==> config.mk <==
export PLATFORM = sky130hd
export DESIGN_NAME = ahbMaster
export DESIGN_NICKNAME = d
export VERILOG_FILES = /design/src/verilog/ahbPkg.sv /design/src/verilog/lsuPkg.sv /design/src/verilog/ahbMaster.sv /design/src/verilog/amoAlu.sv /design/src/verilog/readAlign.sv /design/src/verilog/addrPhase.sv /design/src/verilog/waitTimer.sv /design/src/verilog/busFsm.sv
export SDC_FILE = /design/constraint.sdc
export NUM_CORES = 1
export LEC_CHECK = 0
export ABC_CLOCK_PERIOD_IN_PS = 4600
export BUFFER_PORTS_ARGS = -buffer_cell sky130_fd_sc_hd__buf_2
export CORE_MARGIN = 1
export CORE_UTILIZATION = 42
export CTS_BUF_LIST = sky130_fd_sc_hd__clkbuf_8 sky130_fd_sc_hd__clkbuf_16
export DETAILED_ROUTE_END_ITERATION = 8
export PLACE_DENSITY = 0.71
export SLEW_MARGIN = 20
export SYNTH_ARGS = -nofsm -noshare
export SYNTH_HDL_FRONTEND = slang
export SYNTH_SLANG_ARGS = --single-unit
==> constraint.sdc <==
create_clock -name HCLK -period 4.6 [get_ports HCLK]
set_input_delay 0.69 -clock HCLK [delete_from_list [all_inputs] [get_ports HCLK]]
set_output_delay 0.69 -clock HCLK [all_outputs]
set_load 0.01 [all_outputs]
==> src/verilog/ahbPkg.sv <==
`default_nettype none

package ahbPkg;

  //////////////////////////////////////////////////////////////////////
  // AHB-Lite bus encodings
  //////////////////////////////////////////////////////////////////////

  // HTRANS, single transfers only so no BUSY or SEQ
  typedef enum logic [1:0] {
    IDLE   = 2'b00,
    NONSEQ = 2'b10
  } htransT;

  // HSIZE, bus is 32 bits so word is the widest
  typedef enum logic [2:0] {
    BYTE = 3'b000,
    HALF = 3'b001,
    WORD = 3'b010
  } hsizeT;

  //////////////////////////////////////////////////////////////////////
  // Address phase bundle
  //////////////////////////////////////////////////////////////////////

  // Everything the master drives during an address phase
  typedef struct packed {
    logic [31:0] haddr;
    logic        hwrite;
    hsizeT       hsize;
    htransT      htrans;
    // High on both halves of an atomic
    logic        hmastlock;
  } ahbAddrT;

endpackage

`default_nettype wire
==> src/verilog/lsuPkg.sv <==
`default_nettype none

package lsuPkg;

  //////////////////////////////////////////////////////////////////////
  // Core-side operations and bus states
  //////////////////////////////////////////////////////////////////////

  // Data port operations
  typedef enum logic [2:0] {
    LOAD,
    STORE,
    AMOSWAP,
    AMOADD,
    AMOAND,
    AMOOR,
    AMOXOR
  } memOpT;

  // Kind of transfer now in its data phase
  typedef enum logic [2:0] {
    IDLE,
    INSTRREAD,
    MEMREAD,
    MEMWRITE,
    ATOMICREAD,
    ATOMICWRITE
  } busStateT;

  //////////////////////////////////////////////////////////////////////
  // Request and response bundles
  //////////////////////////////////////////////////////////////////////

  typedef struct packed {
    memOpT         op;
    logic [31:0]   addr;
    ahbPkg::hsizeT size;
    // Zero extension on loads
    logic          isUnsigned;
    // Store data, or operand of an atomic
    logic [31:0]   wdata;
  } dataReqT;

  // Fetches are always whole words
  typedef struct packed {
    logic [31:0] addr;
  } instrReqT;

  typedef struct packed {
    logic [31:0] rdata;
    logic        err;
  } rspT;

  // What the data phase in flight belongs to
  typedef struct packed {
    logic          isData;
    logic          isWrite;
    ahbPkg::hsizeT size;
    logic          isUnsigned;
    logic [1:0]    addrLow;
  } phaseT;

endpackage

`default_nettype wire

==> src/verilog/ahbMaster.sv <==
`default_nettype none

module ahbMaster #(
  parameter int TimeoutCycles = 16
) (
  input  logic             HCLK,
  input  logic             HRESETn,
  // Fetch port
  input  logic             instrValid,
  output logic             instrReady,
  input  lsuPkg::instrReqT instrReq,
  output logic             instrRspValid,
  output lsuPkg::rspT      instrRsp,
  // Data port
  input  logic             dataValid,
  output logic             dataReady,
  input  lsuPkg::dataReqT  dataReq,
  output logic             dataRspValid,
  output lsuPkg::rspT      dataRsp,
  // AHB-Lite pins
  output logic [31:0]      HADDR,
  output logic             HWRITE,
  output ahbPkg::hsizeT    HSIZE,
  output ahbPkg::htransT   HTRANS,
  output logic             HMASTLOCK,
  output logic [31:0]      HWDATA,
  input  logic [31:0]      HRDATA,
  input  logic             HREADY,
  input  logic             HRESP
);
  import ahbPkg::*;
  import lsuPkg::*;

  logic        grantData;
  logic        grantInstr;
  logic        atomicWrite;
  logic        inDataPhase;
  logic        expired;
  logic        rspErr;
  logic [31:0] amoResult;
  logic [31:0] oldValue;
  logic [31:0] rdata;
  memOpT       amoOp;
  phaseT       phase;
  ahbAddrT     addrOut;

  busFsm u_busFsm (
    .HCLK          (HCLK),
    .HRESETn       (HRESETn),
    .instrValid    (instrValid),
    .dataValid     (dataValid),
    .dataOp        (dataReq.op),
    .HREADY        (HREADY),
    .HRESP         (HRESP),
    .expired       (expired),
    .instrReady    (instrReady),
    .dataReady     (dataReady),
    .grantData     (grantData),
    .grantInstr    (grantInstr),
    .atomicWrite   (atomicWrite),
    .inDataPhase   (inDataPhase),
    .instrRspValid (instrRspValid),
    .dataRspValid  (dataRspValid),
    .rspErr        (rspErr),
    .state         ()
  );

  waitTimer #(
    .TimeoutCycles (TimeoutCycles)
  ) u_waitTimer (
    .HCLK        (HCLK),
    .HRESETn     (HRESETn),
    .inDataPhase (inDataPhase),
    .HREADY      (HREADY),
    .expired     (expired)
  );

  addrPhase u_addrPhase (
    .HCLK        (HCLK),
    .HRESETn     (HRESETn),
    .grantData   (grantData),
    .grantInstr  (grantInstr),
    .atomicWrite (atomicWrite),
    .dataReq     (dataReq),
    .instrReq    (instrReq),
    .amoResult   (amoResult),
    .HRDATA      (HRDATA),
    .addrOut     (addrOut),
    .HWDATA      (HWDATA),
    .phase       (phase),
    .amoOp       (amoOp),
    .oldValue    (oldValue)
  );

  readAlign u_readAlign (
    .HRDATA   (HRDATA),
    .phase    (phase),
    .oldValue (oldValue),
    .err      (rspErr),
    .rdata    (rdata)
  );

  // Operand is the held write data of the atomic read phase
  amoAlu u_amoAlu (
    .oldValue (HRDATA),
    .operand  (HWDATA),
    .op       (amoOp),
    .result   (amoResult)
  );

  // Address phase bundle onto the pins
  assign HADDR     = addrOut.haddr;
  assign HWRITE    = addrOut.hwrite;
  assign HSIZE     = addrOut.hsize;
  assign HTRANS    = addrOut.htrans;
  assign HMASTLOCK = addrOut.hmastlock;

  // Both ports share the aligned data and error flag
  assign instrRsp.rdata = rdata;
  assign instrRsp.err   = rspErr;
  assign dataRsp.rdata  = rdata;
  assign dataRsp.err    = rspErr;

endmodule

`default_nettype wire

==> src/verilog/amoAlu.sv <==
`default_nettype none

module amoAlu (
  input  logic [31:0]   oldValue,
  input  logic [31:0]   operand,
  input  lsuPkg::memOpT op,
  output logic [31:0]   result
);
  import lsuPkg::*;

  //////////////////////////////////////////////////////////////////////
  // Read-modify-write arithmetic
  //////////////////////////////////////////////////////////////////////

  // Old value comes straight off HRDATA at the end of the locked read
  always_comb begin
    case (op)
      AMOADD:  result = oldValue + operand;
      AMOAND:  result = oldValue & operand;
      AMOOR:   result = oldValue | operand;
      AMOXOR:  result = oldValue ^ operand;
      // Swap stores the operand as is
      default: result = operand;
    endcase
  end

endmodule

`default_nettype wire

==> src/verilog/readAlign.sv <==
`default_nettype none

module readAlign (
  input  logic [31:0]   HRDATA,
  input  lsuPkg::phaseT phase,
  input  logic [31:0]   oldValue,
  input  logic          err,
  output logic [31:0]   rdata
);
  import ahbPkg::*;

  logic [7:0]  byteLane;
  logic [15:0] halfLane;
  logic        extBit;

  // Lane picked by the low address bits
  assign byteLane = HRDATA[{phase.addrLow, 3'b000} +: 8];
  assign halfLane = phase.addrLow[1] ? HRDATA[31:16] : HRDATA[15:0];

  // Sign bit of the picked lane, zero for unsigned loads
  assign extBit = !phase.isUnsigned && ((phase.size == BYTE) ? byteLane[7] : halfLane[15]);

  always_comb begin
    rdata = HRDATA;
    if (err) begin
      // Error responses return zero data
      rdata = '0;
    end else if (phase.isData && phase.isWrite) begin
      // Writes answer with the held old value, zero for plain stores
      rdata = oldValue;
    end else if (phase.isData) begin
      case (phase.size)
        BYTE:    rdata = {{24{extBit}}, byteLane};
        HALF:    rdata = {{16{extBit}}, halfLane};
        default: rdata = HRDATA;
      endcase
    end
  end

  // Requester must keep halfwords aligned
  always_comb begin
    if (phase.size == HALF) begin
      halfAligned: assert (!phase.addrLow[0]);
    end
  end

endmodule

`default_nettype wire

==> src/verilog/addrPhase.sv <==
`default_nettype none

module addrPhase (
  input  logic             HCLK,
  input  logic             HRESETn,
  input  logic             grantData,
  input  logic             grantInstr,
  input  logic             atomicWrite,
  input  lsuPkg::dataReqT  dataReq,
  input  lsuPkg::instrReqT instrReq,
  input  logic [31:0]      amoResult,
  input  logic [31:0]      HRDATA,
  output ahbPkg::ahbAddrT  addrOut,
  output logic [31:0]      HWDATA,
  output lsuPkg::phaseT    phase,
  output lsuPkg::memOpT    amoOp,
  output logic [31:0]      oldValue
);
  import ahbPkg::*;
  import lsuPkg::*;

  logic [31:0] amoAddr;
  hsizeT       amoSize;
  logic        isAmo;

  // Copy a narrow store into every lane it may land in
  function automatic logic [31:0] laneFill(input logic [31:0] d, input hsizeT size);
    case (size)
      BYTE:    return {4{d[7:0]}};
      HALF:    return {2{d[15:0]}};
      default: return d;
    endcase
  endfunction

  assign isAmo = (dataReq.op != LOAD) && (dataReq.op != STORE);

  //////////////////////////////////////////////////////////////////////
  // Address phase mux
  //////////////////////////////////////////////////////////////////////

  always_comb begin
    addrOut.haddr     = instrReq.addr;
    addrOut.hwrite    = 1'b0;
    addrOut.hsize     = WORD;
    addrOut.htrans    = ahbPkg::IDLE;
    addrOut.hmastlock = 1'b0;
    if (atomicWrite) begin
      // Second half of an atomic, same address as the read
      addrOut.haddr     = amoAddr;
      addrOut.hwrite    = 1'b1;
      addrOut.hsize     = amoSize;
      addrOut.htrans    = NONSEQ;
      addrOut.hmastlock = 1'b1;
    end else if (grantData) begin
      addrOut.haddr     = dataReq.addr;
      addrOut.hwrite    = (dataReq.op == STORE);
      addrOut.hsize     = dataReq.size;
      addrOut.htrans    = NONSEQ;
      addrOut.hmastlock = isAmo;
    end else if (grantInstr) begin
      addrOut.htrans = NONSEQ;
    end
  end

  //////////////////////////////////////////////////////////////////////
  // Data phase registers
  //////////////////////////////////////////////////////////////////////

  always_ff @(posedge HCLK or negedge HRESETn) begin
    if (!HRESETn) begin
      phase <= '0;
    end else if (atomicWrite) begin
      phase <= '{isData: 1'b1, isWrite: 1'b1, size: amoSize,
                 isUnsigned: 1'b0, addrLow: amoAddr[1:0]};
    end else if (grantData) begin
      phase <= '{isData: 1'b1, isWrite: (dataReq.op == STORE), size: dataReq.size,
                 isUnsigned: dataReq.isUnsigned, addrLow: dataReq.addr[1:0]};
    end else if (grantInstr) begin
      phase <= '{isData: 1'b0, isWrite: 1'b0, size: WORD,
                 isUnsigned: 1'b0, addrLow: instrReq.addr[1:0]};
    end
  end

  always_ff @(posedge HCLK) begin
    if (atomicWrite) begin
      HWDATA   <= laneFill(amoResult, amoSize);
      // Old memory word, returned when the write completes
      oldValue <= HRDATA;
    end else if (grantData) begin
      // Atomic operand rides here through the read phase
      HWDATA   <= laneFill(dataReq.wdata, dataReq.size);
      oldValue <= '0;
      if (isAmo) begin
        amoAddr <= dataReq.addr;
        amoSize <= dataReq.size;
        amoOp   <= dataReq.op;
      end
    end
  end

endmodule

`default_nettype wire

==> src/verilog/waitTimer.sv <==
`default_nettype none

module waitTimer #(
  parameter int TimeoutCycles = 16
) (
  input  logic HCLK,
  input  logic HRESETn,
  input  logic inDataPhase,
  input  logic HREADY,
  output logic expired
);

  localparam int CountW = $clog2(TimeoutCycles + 1);
  localparam logic [CountW-1:0] LastCount = CountW'(TimeoutCycles - 1);

  logic [CountW-1:0] count;
  logic              waiting;

  // A wait state is a data phase cycle with HREADY low
  assign waiting = inDataPhase && !HREADY;

  // Fires on the last allowed wait state
  assign expired = waiting && (count == LastCount);

  always_ff @(posedge HCLK or negedge HRESETn) begin
    if (!HRESETn) begin
      count <= '0;
    end else if (!waiting || expired) begin
      // Restart on any completed or abandoned data phase
      count <= '0;
    end else begin
      count <= count + 1'b1;
    end
  end

  // Count wraps back before it can pass the limit
  countBound: assert property (@(posedge HCLK) disable iff (!HRESETn)
    count <= LastCount);

endmodule

`default_nettype wire

==> src/verilog/busFsm.sv <==
`default_nettype none

module busFsm (
  input  logic             HCLK,
  input  logic             HRESETn,
  input  logic             instrValid,
  input  logic             dataValid,
  input  lsuPkg::memOpT    dataOp,
  input  logic             HREADY,
  input  logic             HRESP,
  input  logic             expired,
  output logic             instrReady,
  output logic             dataReady,
  output logic             grantData,
  output logic             grantInstr,
  output logic             atomicWrite,
  output logic             inDataPhase,
  output logic             instrRspValid,
  output logic             dataRspValid,
  output logic             rspErr,
  output lsuPkg::busStateT state
);
  import lsuPkg::*;

  busStateT nextState;
  logic     busUp;
  logic     busFree;
  logic     phaseEnd;
  logic     dataEnd;
  logic     stickyErr;
  logic     toPend;
  logic     toData;

  //////////////////////////////////////////////////////////////////////
  // Arbitration
  //////////////////////////////////////////////////////////////////////

  assign inDataPhase = (state != IDLE);
  assign phaseEnd    = inDataPhase && HREADY;

  // Free for a new address phase when idle or the current data phase ends,
  // except after an atomic read which owns the next address phase
  assign busFree = busUp && ((state == IDLE) || (phaseEnd && (state != ATOMICREAD)));

  // Data side wins, fetch waits whenever data asks
  assign dataReady  = busFree && dataValid;
  assign instrReady = busFree && !dataValid;
  assign grantData  = dataValid && dataReady;
  assign grantInstr = instrValid && instrReady;

  // Locked write follows a clean atomic read straight away
  assign atomicWrite = phaseEnd && (state == ATOMICREAD) && !HRESP;

  //////////////////////////////////////////////////////////////////////
  // Next state
  //////////////////////////////////////////////////////////////////////

  always_comb begin
    nextState = IDLE;
    if (inDataPhase && !HREADY) begin
      // Stretch the data phase until the watchdog gives up
      nextState = expired ? IDLE : state;
    end else if (atomicWrite) begin
      nextState = ATOMICWRITE;
    end else if (grantData) begin
      case (dataOp)
        LOAD:    nextState = MEMREAD;
        STORE:   nextState = MEMWRITE;
        default: nextState = ATOMICREAD;
      endcase
    end else if (grantInstr) begin
      nextState = INSTRREAD;
    end
  end

  always_ff @(posedge HCLK or negedge HRESETn) begin
    if (!HRESETn) begin
      state     <= IDLE;
      busUp     <= 1'b0;
      stickyErr <= 1'b0;
      toPend    <= 1'b0;
      toData    <= 1'b0;
    end else begin
      state  <= nextState;
      busUp  <= 1'b1;
      // Timeout answer goes out the cycle after expiry
      toPend <= expired;
      toData <= (state != INSTRREAD);
      // Error seen by the read half of an atomic
      if (phaseEnd && (state == ATOMICREAD)) begin
        stickyErr <= HRESP;
      end else if (state != ATOMICWRITE) begin
        stickyErr <= 1'b0;
      end
    end
  end

  //////////////////////////////////////////////////////////////////////
  // Responses
  //////////////////////////////////////////////////////////////////////

  // Any data phase end answers, apart from the read half of a good atomic
  assign dataEnd = phaseEnd && (state != INSTRREAD) && !atomicWrite;

  assign instrRspValid = (phaseEnd && (state == INSTRREAD)) || (toPend && !toData);
  assign dataRspValid  = dataEnd || (toPend && toData);

  // Shared error flag, only one response per cycle
  assign rspErr = toPend || (phaseEnd && (HRESP || (stickyErr && (state == ATOMICWRITE))));

  // Both ports never offered the bus at once
  readyExclusive: assert property (@(posedge HCLK) disable iff (!HRESETn)
    !(instrReady && dataReady));

  // Watchdog only fires while a transfer is in its data phase
  expiredInPhase: assert property (@(posedge HCLK) disable iff (!HRESETn)
    expired |-> inDataPhase);

endmodule

`default_nettype wire

==> qor.txt, run 1 <==
Status -> finished clean
Layout area overhead -> 18.1%
Fin crit share -> 81.3%
Clock Tree Root -> clkbuf_16
Placed cell count -> 1744
CP Max Fanout -> 16
Most common cell after layout, fill and taps aside -> buf_2
Final WS setup -> 0.859 ns
DRT met1 WL -> 17500 um
Unrepaired setup endpoints after global routing -> no
WP buf/inv -> 1
Clock share of power -> 28.1%
Fin area -> 12400 um^2
Vias in the first global route -> 9928
Placed inst area -> 11800 um^2
Largest net degree at the start of global routing -> 58
Highest cell delay on the worst timing path -> 0.57 ns
Max IR drop VDD -> 0.227 mV
Core area -> 24500 um^2
Startpoint Class -> flip-flop
Number of fillers in the final layout -> 2398
Top Family by Delay on Critical Path -> simple AND/OR/NAND/NOR gates
Final hold vios -> 0
Die height -> 160 um
Routed wire per std cell -> 23.1 um
GP Congestion -> 0.949
Routed vias -> 10700
Worst Skew -> 0.0133 ns
Final antenna-violating net count -> 0
Synthesized area per cell -> 8.45 um^2
Mapped Cells -> 1246
GR Util All Layers -> 31.7%
Crit path arrival time -> 3.05 ns
Global-route wire length before repair -> 61300 um
Dominant cells by area after synthesis -> edfxtp_1 29%, ha_1 7.8%, nor2_1 6.4%
Power Density -> 411 nW/um^2
Top cell type by total area after synthesis -> edfxtp_1
Crit. End Element -> output pin
Leakage power -> 5.65 nW
Longest Clk Path Bufs -> 2
Slew @ Worst Pin -> 1.07 ns
I/O pin count -> 282
Worst path required time -> 3.91 ns
Async set-reset flop share out of synthesis -> 16.4%
Worst-path cell chain -> nor4_2, mux4_2, nand2b_1, or2_1, a211oi_1, buf_2
Die footprint -> 25700 um^2
# rows -> 57
Num CTS Buffers -> 17
Seq/Total Area, Yosys -> 33.9%
Peak Freq -> 0.267 GHz
DPL Wire Length -> 31300 um
Seq pwr share -> 29.5%
Net Switching -> 2.08 mW
DR vias/cell -> 6.00
Fin nets -> 1647
Met2 Wirelength -> 18400 um
Number of distinct library cells after synthesis -> 85
Clock slew at reported path FFs -> 0.06 ns
Pint -> 3.03 mW
H-tree depth -> 4
DP Worst Slack -> 1.10 ns
Combinational power share -> 42.4%
Max Used Layer -> met4
Syn Nets -> 1454
Setup repair bufs after CTS -> 0
DRT Pass-1 Iters -> 7
Initial Util -> 43.0%
Min-Delay Path Class -> input port to async pin
IO Port Bufs -> 280
Final Max Tran Viols -> 0
Slew margin rel. -> 28.7%
TNS Setup -> 0 ns
Initial antenna violation count -> 3
Die W -> 160 um
EDFF count, synth -> 102
Post-Syn Area -> 10500 um^2
CTS tree -> built
Synth Flop Type -> edfxtp_1
Yosys reg bits -> 122
Sw frac -> 40.7%
Crit Path Category -> flip-flop to output pin
Max_cap viols -> 0
1st-iter DRT viols -> 1160
Non-filler instance count after layout -> 1779
Slowest-stage cell, CP -> nor4_2
Share of cells above drive strength 1 -> 25.7%
Clock sink total -> 122
Final wirelength -> 41000 um
Final setup violating endpoints -> 0
Commonest cells after routing, fill and taps aside -> 280 x buf_2, 178 x nor2_1, 114 x nand2_1, 102 x edfxtp_1, 82 x a21oi_1
Hold_buf cts -> 0
Routed met3 length -> 4060 um
Clock latency on the worst-skew pair -> 0.42 ns
Ys Warns -> 0
Fin crit period -> 3.74 ns
# resized after CTS -> 0
Share of the synthesized area in the top cell type -> 29.1%
Overflow after GRT -> 0
Drt drc -> 0
final cells by class:
cell class,count,area [um^2],area share [%]
Multi-Input combinational cell,918,6010,48.4
Sequential cell,122,3560,28.7
Tap cell,324,405,3.26
Clock inverter,15,174,1.40
Antenna cell,3,7.51,0.0604
Inverter,83,312,2.51
Clock buffer,17,425,3.42
Timing Repair Buffer,297,1530,12.3
power groups by stage:
stage          clock, mW  combinational, mW  sequential [mW]
2_1_floorplan          0               1.57             1.45
3_3_place_gp           0               2.13             1.52
3_5_place_dp           0               2.15             1.52
4_1_cts             1.44               2.15             1.50
5_1_grt             1.49               2.35             1.52
6_report            1.44               2.17             1.51
state kept, by name (all words and copies together) (netlist names), 3 cells and up:
signal,cells
u_waitTimer.count,5
u_addrPhase.phase,8
u_busFsm.state,3
u_addrPhase.oldValue,32
u_addrPhase.amoAddr,32
u_addrPhase.amoSize,3
u_addrPhase.amoOp,3
u_addrPhase.HWDATA,32
synth_stat cells (5+ instances only):
cell,instances
o221ai_1,11
xor2_1,5
nor2_1,179
buf_6,5
o21ai_0,53
o211ai_1,14
or3_1,6
edfxtp_1,102
a211oi_1,29
clkbuf_1,56
a21oi_2,7
and2_1,7
buf_4,37
o22ai_1,55
buf_1,8
a21o_1,29
nor3_1,13
o21a_1,8
and3_1,9
a31oi_1,15
nor2b_1,12
a21oi_1,82
buf_2,17
nand2b_1,7
dfrtp_1,20
a211o_1,6
nand3_1,13
mux4_2,6
ha_1,66
nand2_1,114
inv_1,80
xnor2_1,10
nand4_1,10
a221oi_1,15
mux2i_1,48
per-stage QoR:
step | util [%] | power, mW | hold WS (ns)
3_5_place_dp | 48.3 | 3.67 | 0.455
3_3_place_gp | 48.3 | 3.65 | 0.448
2_1_floorplan | - | 3.02 | 0.394
6_report | 50.8 | 5.11 | 0.220
4_1_cts | 50.8 | 5.09 | 0.223
5_1_grt | 50.8 | 5.35 | 0.238
cell families after synthesis:
| family | count (synthesis) | share of synthesized area [%] |
|---|---|---|
| and+or+nand+nor | 393 | 16.5 |
| AOI/OAI and AO/OA | 382 | 24.7 |
| buffers and inverters | 206 | 9.22 |
| DFF | 122 | 33.9 |
| adders and majority gates | 67 | 8.04 |
| muxes | 59 | 6.38 |
| xor gates and xnor gates | 15 | 1.25 |
| other | 2 | 0.0713 |
path summary, 6_finish.rpt:
| kind | startpoint | to | slack, ns | cells past startpoint |
|---|---|---|---|---|
| setup / recovery | u_addrPhase.phase[3] | instrRsp[26] | 0.86 | 6 |
| setup reg to reg | u_addrPhase.amoOp[1] | u_addrPhase.HWDATA[8] | 1.19 | 7 |
| max in group asynchronous | HRESETn | u_addrPhase.phase[6] | 4.05 | 1 |
| hold reg to reg | u_waitTimer.count[0] | u_waitTimer.count[0] | 0.46 | 1 |
| min in group HCLK | dataReq[56] | u_addrPhase.amoAddr[20] | 0.46 | 1 |
| hold / removal | HRESETn | u_waitTimer.count[0] | 0.22 | 1 |
layer usage:
metal	vias to the layer above	global-route usage (%)
met3	64	4.83
li1	4876	-
met2	671	48.8
met5	-	0
met1	5061	45.0
met4	0	11.3
(Power assumes the default switching activity.)
==> inputs of run 2 (changes only) <==
ABC_CLOCK_PERIOD_IN_PS = 3300   (was 4600)
PLACE_DENSITY = 0.74   (was 0.71)
clock period = 3.3 ns   (was 4.6 ns; I/O delays follow)
==> run 2 against run 1 <==
Compared with the run above: die area unchanged; sequential share of layout area down 0.81 points; non-clock buffer count up 43; count of clock-buffer cells in the layout unchanged; clock skew down 0.0038 ns; total power up 41%; clock power up 33%; cell count up 2.2%; critical endpoint is now instrRsp[16]; largest cell class unchanged.
==> qor.txt, run 2 (synthesis results as in run 1) <==
Max IR drop VDD -> 0.381 mV (+68%)
Worst-path cell chain -> nor4_4, mux4_2, nand2b_1, o21ai_2, o21ai_0, nand2_1, o211ai_1, a21oi_1, buf_2
Register area -> 3560 um^2 (about the same)
Slowest-stage cell, CP -> mux4_2
I/O pin count -> 282 (unchanged)
CTS tree -> built
Die height -> 160 um (unchanged)
Seq pwr share -> 29.2% (-0.3 points)
# rows -> 57 (unchanged)
Pint -> 4.23 mW (+40%)
Commonest cells after routing, fill and taps aside -> 280 x buf_2, 178 x nor2_1, 114 x nand2_1, 102 x edfxtp_1, 81 x a21oi_1
Final hold vios -> 0 (unchanged)
DR vias/cell -> 5.97 (-0.41%)
Top Registers -> u_addrPhase.HWDATA: 32 flops, u_addrPhase.amoAddr: 32 flops, u_addrPhase.oldValue: 32 flops
CP Max Fanout -> 9 (-7)
Leakage power -> 5.87 nW (+3.8%)
Fin crit share -> 97.0%
Layout area overhead -> 21.6%
Min-Delay Path Class -> input port to async pin
Initial antenna violation count -> 0 (-3)
Routed wire per std cell -> 22.9 um (-0.56%)
Clock Tree Root -> clkbuf_16
Final Max Tran Viols -> 0 (unchanged)
Crit Path Category -> flip-flop to output pin
DPL Wire Length -> 32200 um (+2.8%)
Max_cap viols -> 0 (unchanged)
Clock slew at reported path FFs -> 0.06 ns (about the same)
Clock latency on the worst-skew pair -> 0.43 ns (about the same)
H-tree depth -> 4 (unchanged)
Vias in the first global route -> 10100 (+1.6%)
DRT Pass-1 Iters -> 5 (-2)
Crit. End Element -> output pin
Most common cell after layout, fill and taps aside -> buf_2
Worst Skew -> 0.00952 ns (-0.00380 ns)
Startpoint Class -> flip-flop
Net Switching -> 2.96 mW (+42%)
Clock share of power -> 26.7% (-1.4 points)
Final WS setup -> 0.0979 ns (-0.761 ns)
Final antenna-violating net count -> 0 (unchanged)
GP Congestion -> 1.01 (+6.7%)
Non-filler instance count after layout -> 1819 (+2.2%)
Slew @ Worst Pin -> 0.891 ns (-0.175 ns)
Die W -> 160 um (unchanged)
TNS Setup -> 0 ns (unchanged)
Power Density -> 562 nW/um^2 (+37%)
Fin crit period -> 3.20 ns
Final setup violating endpoints -> 0 (unchanged)
Drt drc -> 0 (unchanged)
Number of fillers in the final layout -> 2354 (-1.8%)
Peak Freq -> 0.312 GHz
Combinational power share -> 44.2% (+1.8 points)
Final Power -> 7.19 mW (+41%)
Clock sink total -> 122 (unchanged)
Largest net degree at the start of global routing -> 77 (+33%)
1st-iter DRT viols -> 1074 (-7.4%)
Global-route wire length before repair -> 62500 um (+1.9%)
DP Worst Slack -> -0.0223 ns (-1.13 ns)
Highest cell delay on the worst timing path -> 0.54 ns (-0.03 ns)
Worst path required time -> 2.80 ns (-1.11 ns)
Core area -> 24500 um^2 (unchanged)
Longest Clk Path Bufs -> 2 (unchanged)
Hold_buf cts -> 0 (unchanged)
Overflow after GRT -> 0 (unchanged)
Crit path arrival time -> 2.71 ns (-0.34 ns)
Initial Util -> 43.0% (unchanged)
Sw frac -> 41.1% (+0.38 points)
Status -> finished clean
# diodes -> 0 (-3)
Combined area of the multi-input logic cells -> 6060 um^2 (+0.79%)
IO Port Bufs -> 280 (unchanged)
Slew margin rel. -> 40.6% (+12 points)
Fin nets -> 1690 (+2.6%)
Die footprint -> 25700 um^2 (unchanged)
Placed cell count -> 1786 (+2.4%)
Unrepaired setup endpoints after global routing -> no
Final wirelength -> 41700 um (+1.7%)
Num CTS Buffers -> 17 (unchanged)
Routed vias -> 10900 (+1.8%)
GR Util All Layers -> 32.3% (+0.65 points)
Share of cells above drive strength 1 -> 27.9% (+2.2 points)
run 2: cell count changes in the layout (fill, tap and decap cells not counted), moves of 2 or more:
cell,change
clkinv_1,+3
clkinvlp_4,-2
clkinv_4,+2
buf_12,+2
diode_2,-3
buf_4,+41
run 2: final timing paths:
kind                                  startpoint                       to  slack [ns]  depth (start not counted)
hold reg to reg             u_waitTimer.count[0]     u_waitTimer.count[0]        0.48                          1
setup / recovery            u_addrPhase.phase[4]             instrRsp[16]         0.1                          9
hold / removal                           HRESETn     u_waitTimer.count[0]        0.02                          1
max in group asynchronous                HRESETn     u_addrPhase.phase[1]        2.93                          1
setup reg to reg           u_addrPhase.HWDATA[4]   u_addrPhase.HWDATA[30]        0.16                         11
min in group HCLK                    dataReq[51]  u_addrPhase.amoAddr[15]        0.26                          1
run 2: timing repair:
action,4_1_cts,5_1_grt
pin swaps,0,2
endpoints found under the hold margin,0,0
setup buffers,0,1
resized for setup,1,8
endpoints found under the setup margin,8,38
gates cloned,0,0
run 2: final cells by class:
type	count	share of cell area [%]
clock inverter	15	1.16
clock buffer	17	3.32
tap	324	3.17
timing repair buffer	340	14.7
inverter	83	2.45
multi-input combinational	918	47.4
sequential	122	27.9
run 2: critical path, delay by kind of cell, from the launching register on:
| family | cells | cell delay (ns) |
|---|---|---|
| mux | 1 | 0.54 |
| buf+inv | 1 | 0.16 |
| flops | 1 | 0.44 |
| simple gates | 3 | 0.60 |
| compound gates | 4 | 0.54 |
run 2: power groups by stage:
stage          clock (mW)  sequential [mW]  combinational, mW
2_1_floorplan           0             2.02               2.19
3_3_place_gp            0             2.10               3.10
3_5_place_dp            0             2.11               3.12
4_1_cts              1.92             2.08               3.14
5_1_grt              1.98             2.11               3.44
6_report             1.92             2.10               3.17
run 2: routing by layer:
| metal | routed length, um | vias up | share of wire, % | track usage, % |
|---|---|---|---|---|
| li1 | - | 4967 | - | - |
| met1 | 18000 | 5191 | 43 | 45.4 |
| met2 | 18700 | 628 | 45 | 50.6 |
| met3 | 3740 | 81 | 9.0 | 4.52 |
| met4 | 1300 | 0 | 3.1 | 11.9 |
| met5 | 0 | - | 0 | 0 |
run 2: metrics by stage:
| step | instance area, um^2 | utilization (%) | hold slack (ns) |
|---|---|---|---|
| 2_1_floorplan | 10500 | - | 0.199 |
| 3_3_place_gp | 12200 | 49.7 | 0.447 |
| 3_5_place_dp | 12200 | 49.7 | 0.472 |
| 4_1_cts | 12700 | 52.1 | 0.0227 |
| 5_1_grt | 12800 | 52.3 | 0.0439 |
| 6_report | 12800 | 52.3 | 0.0191 |
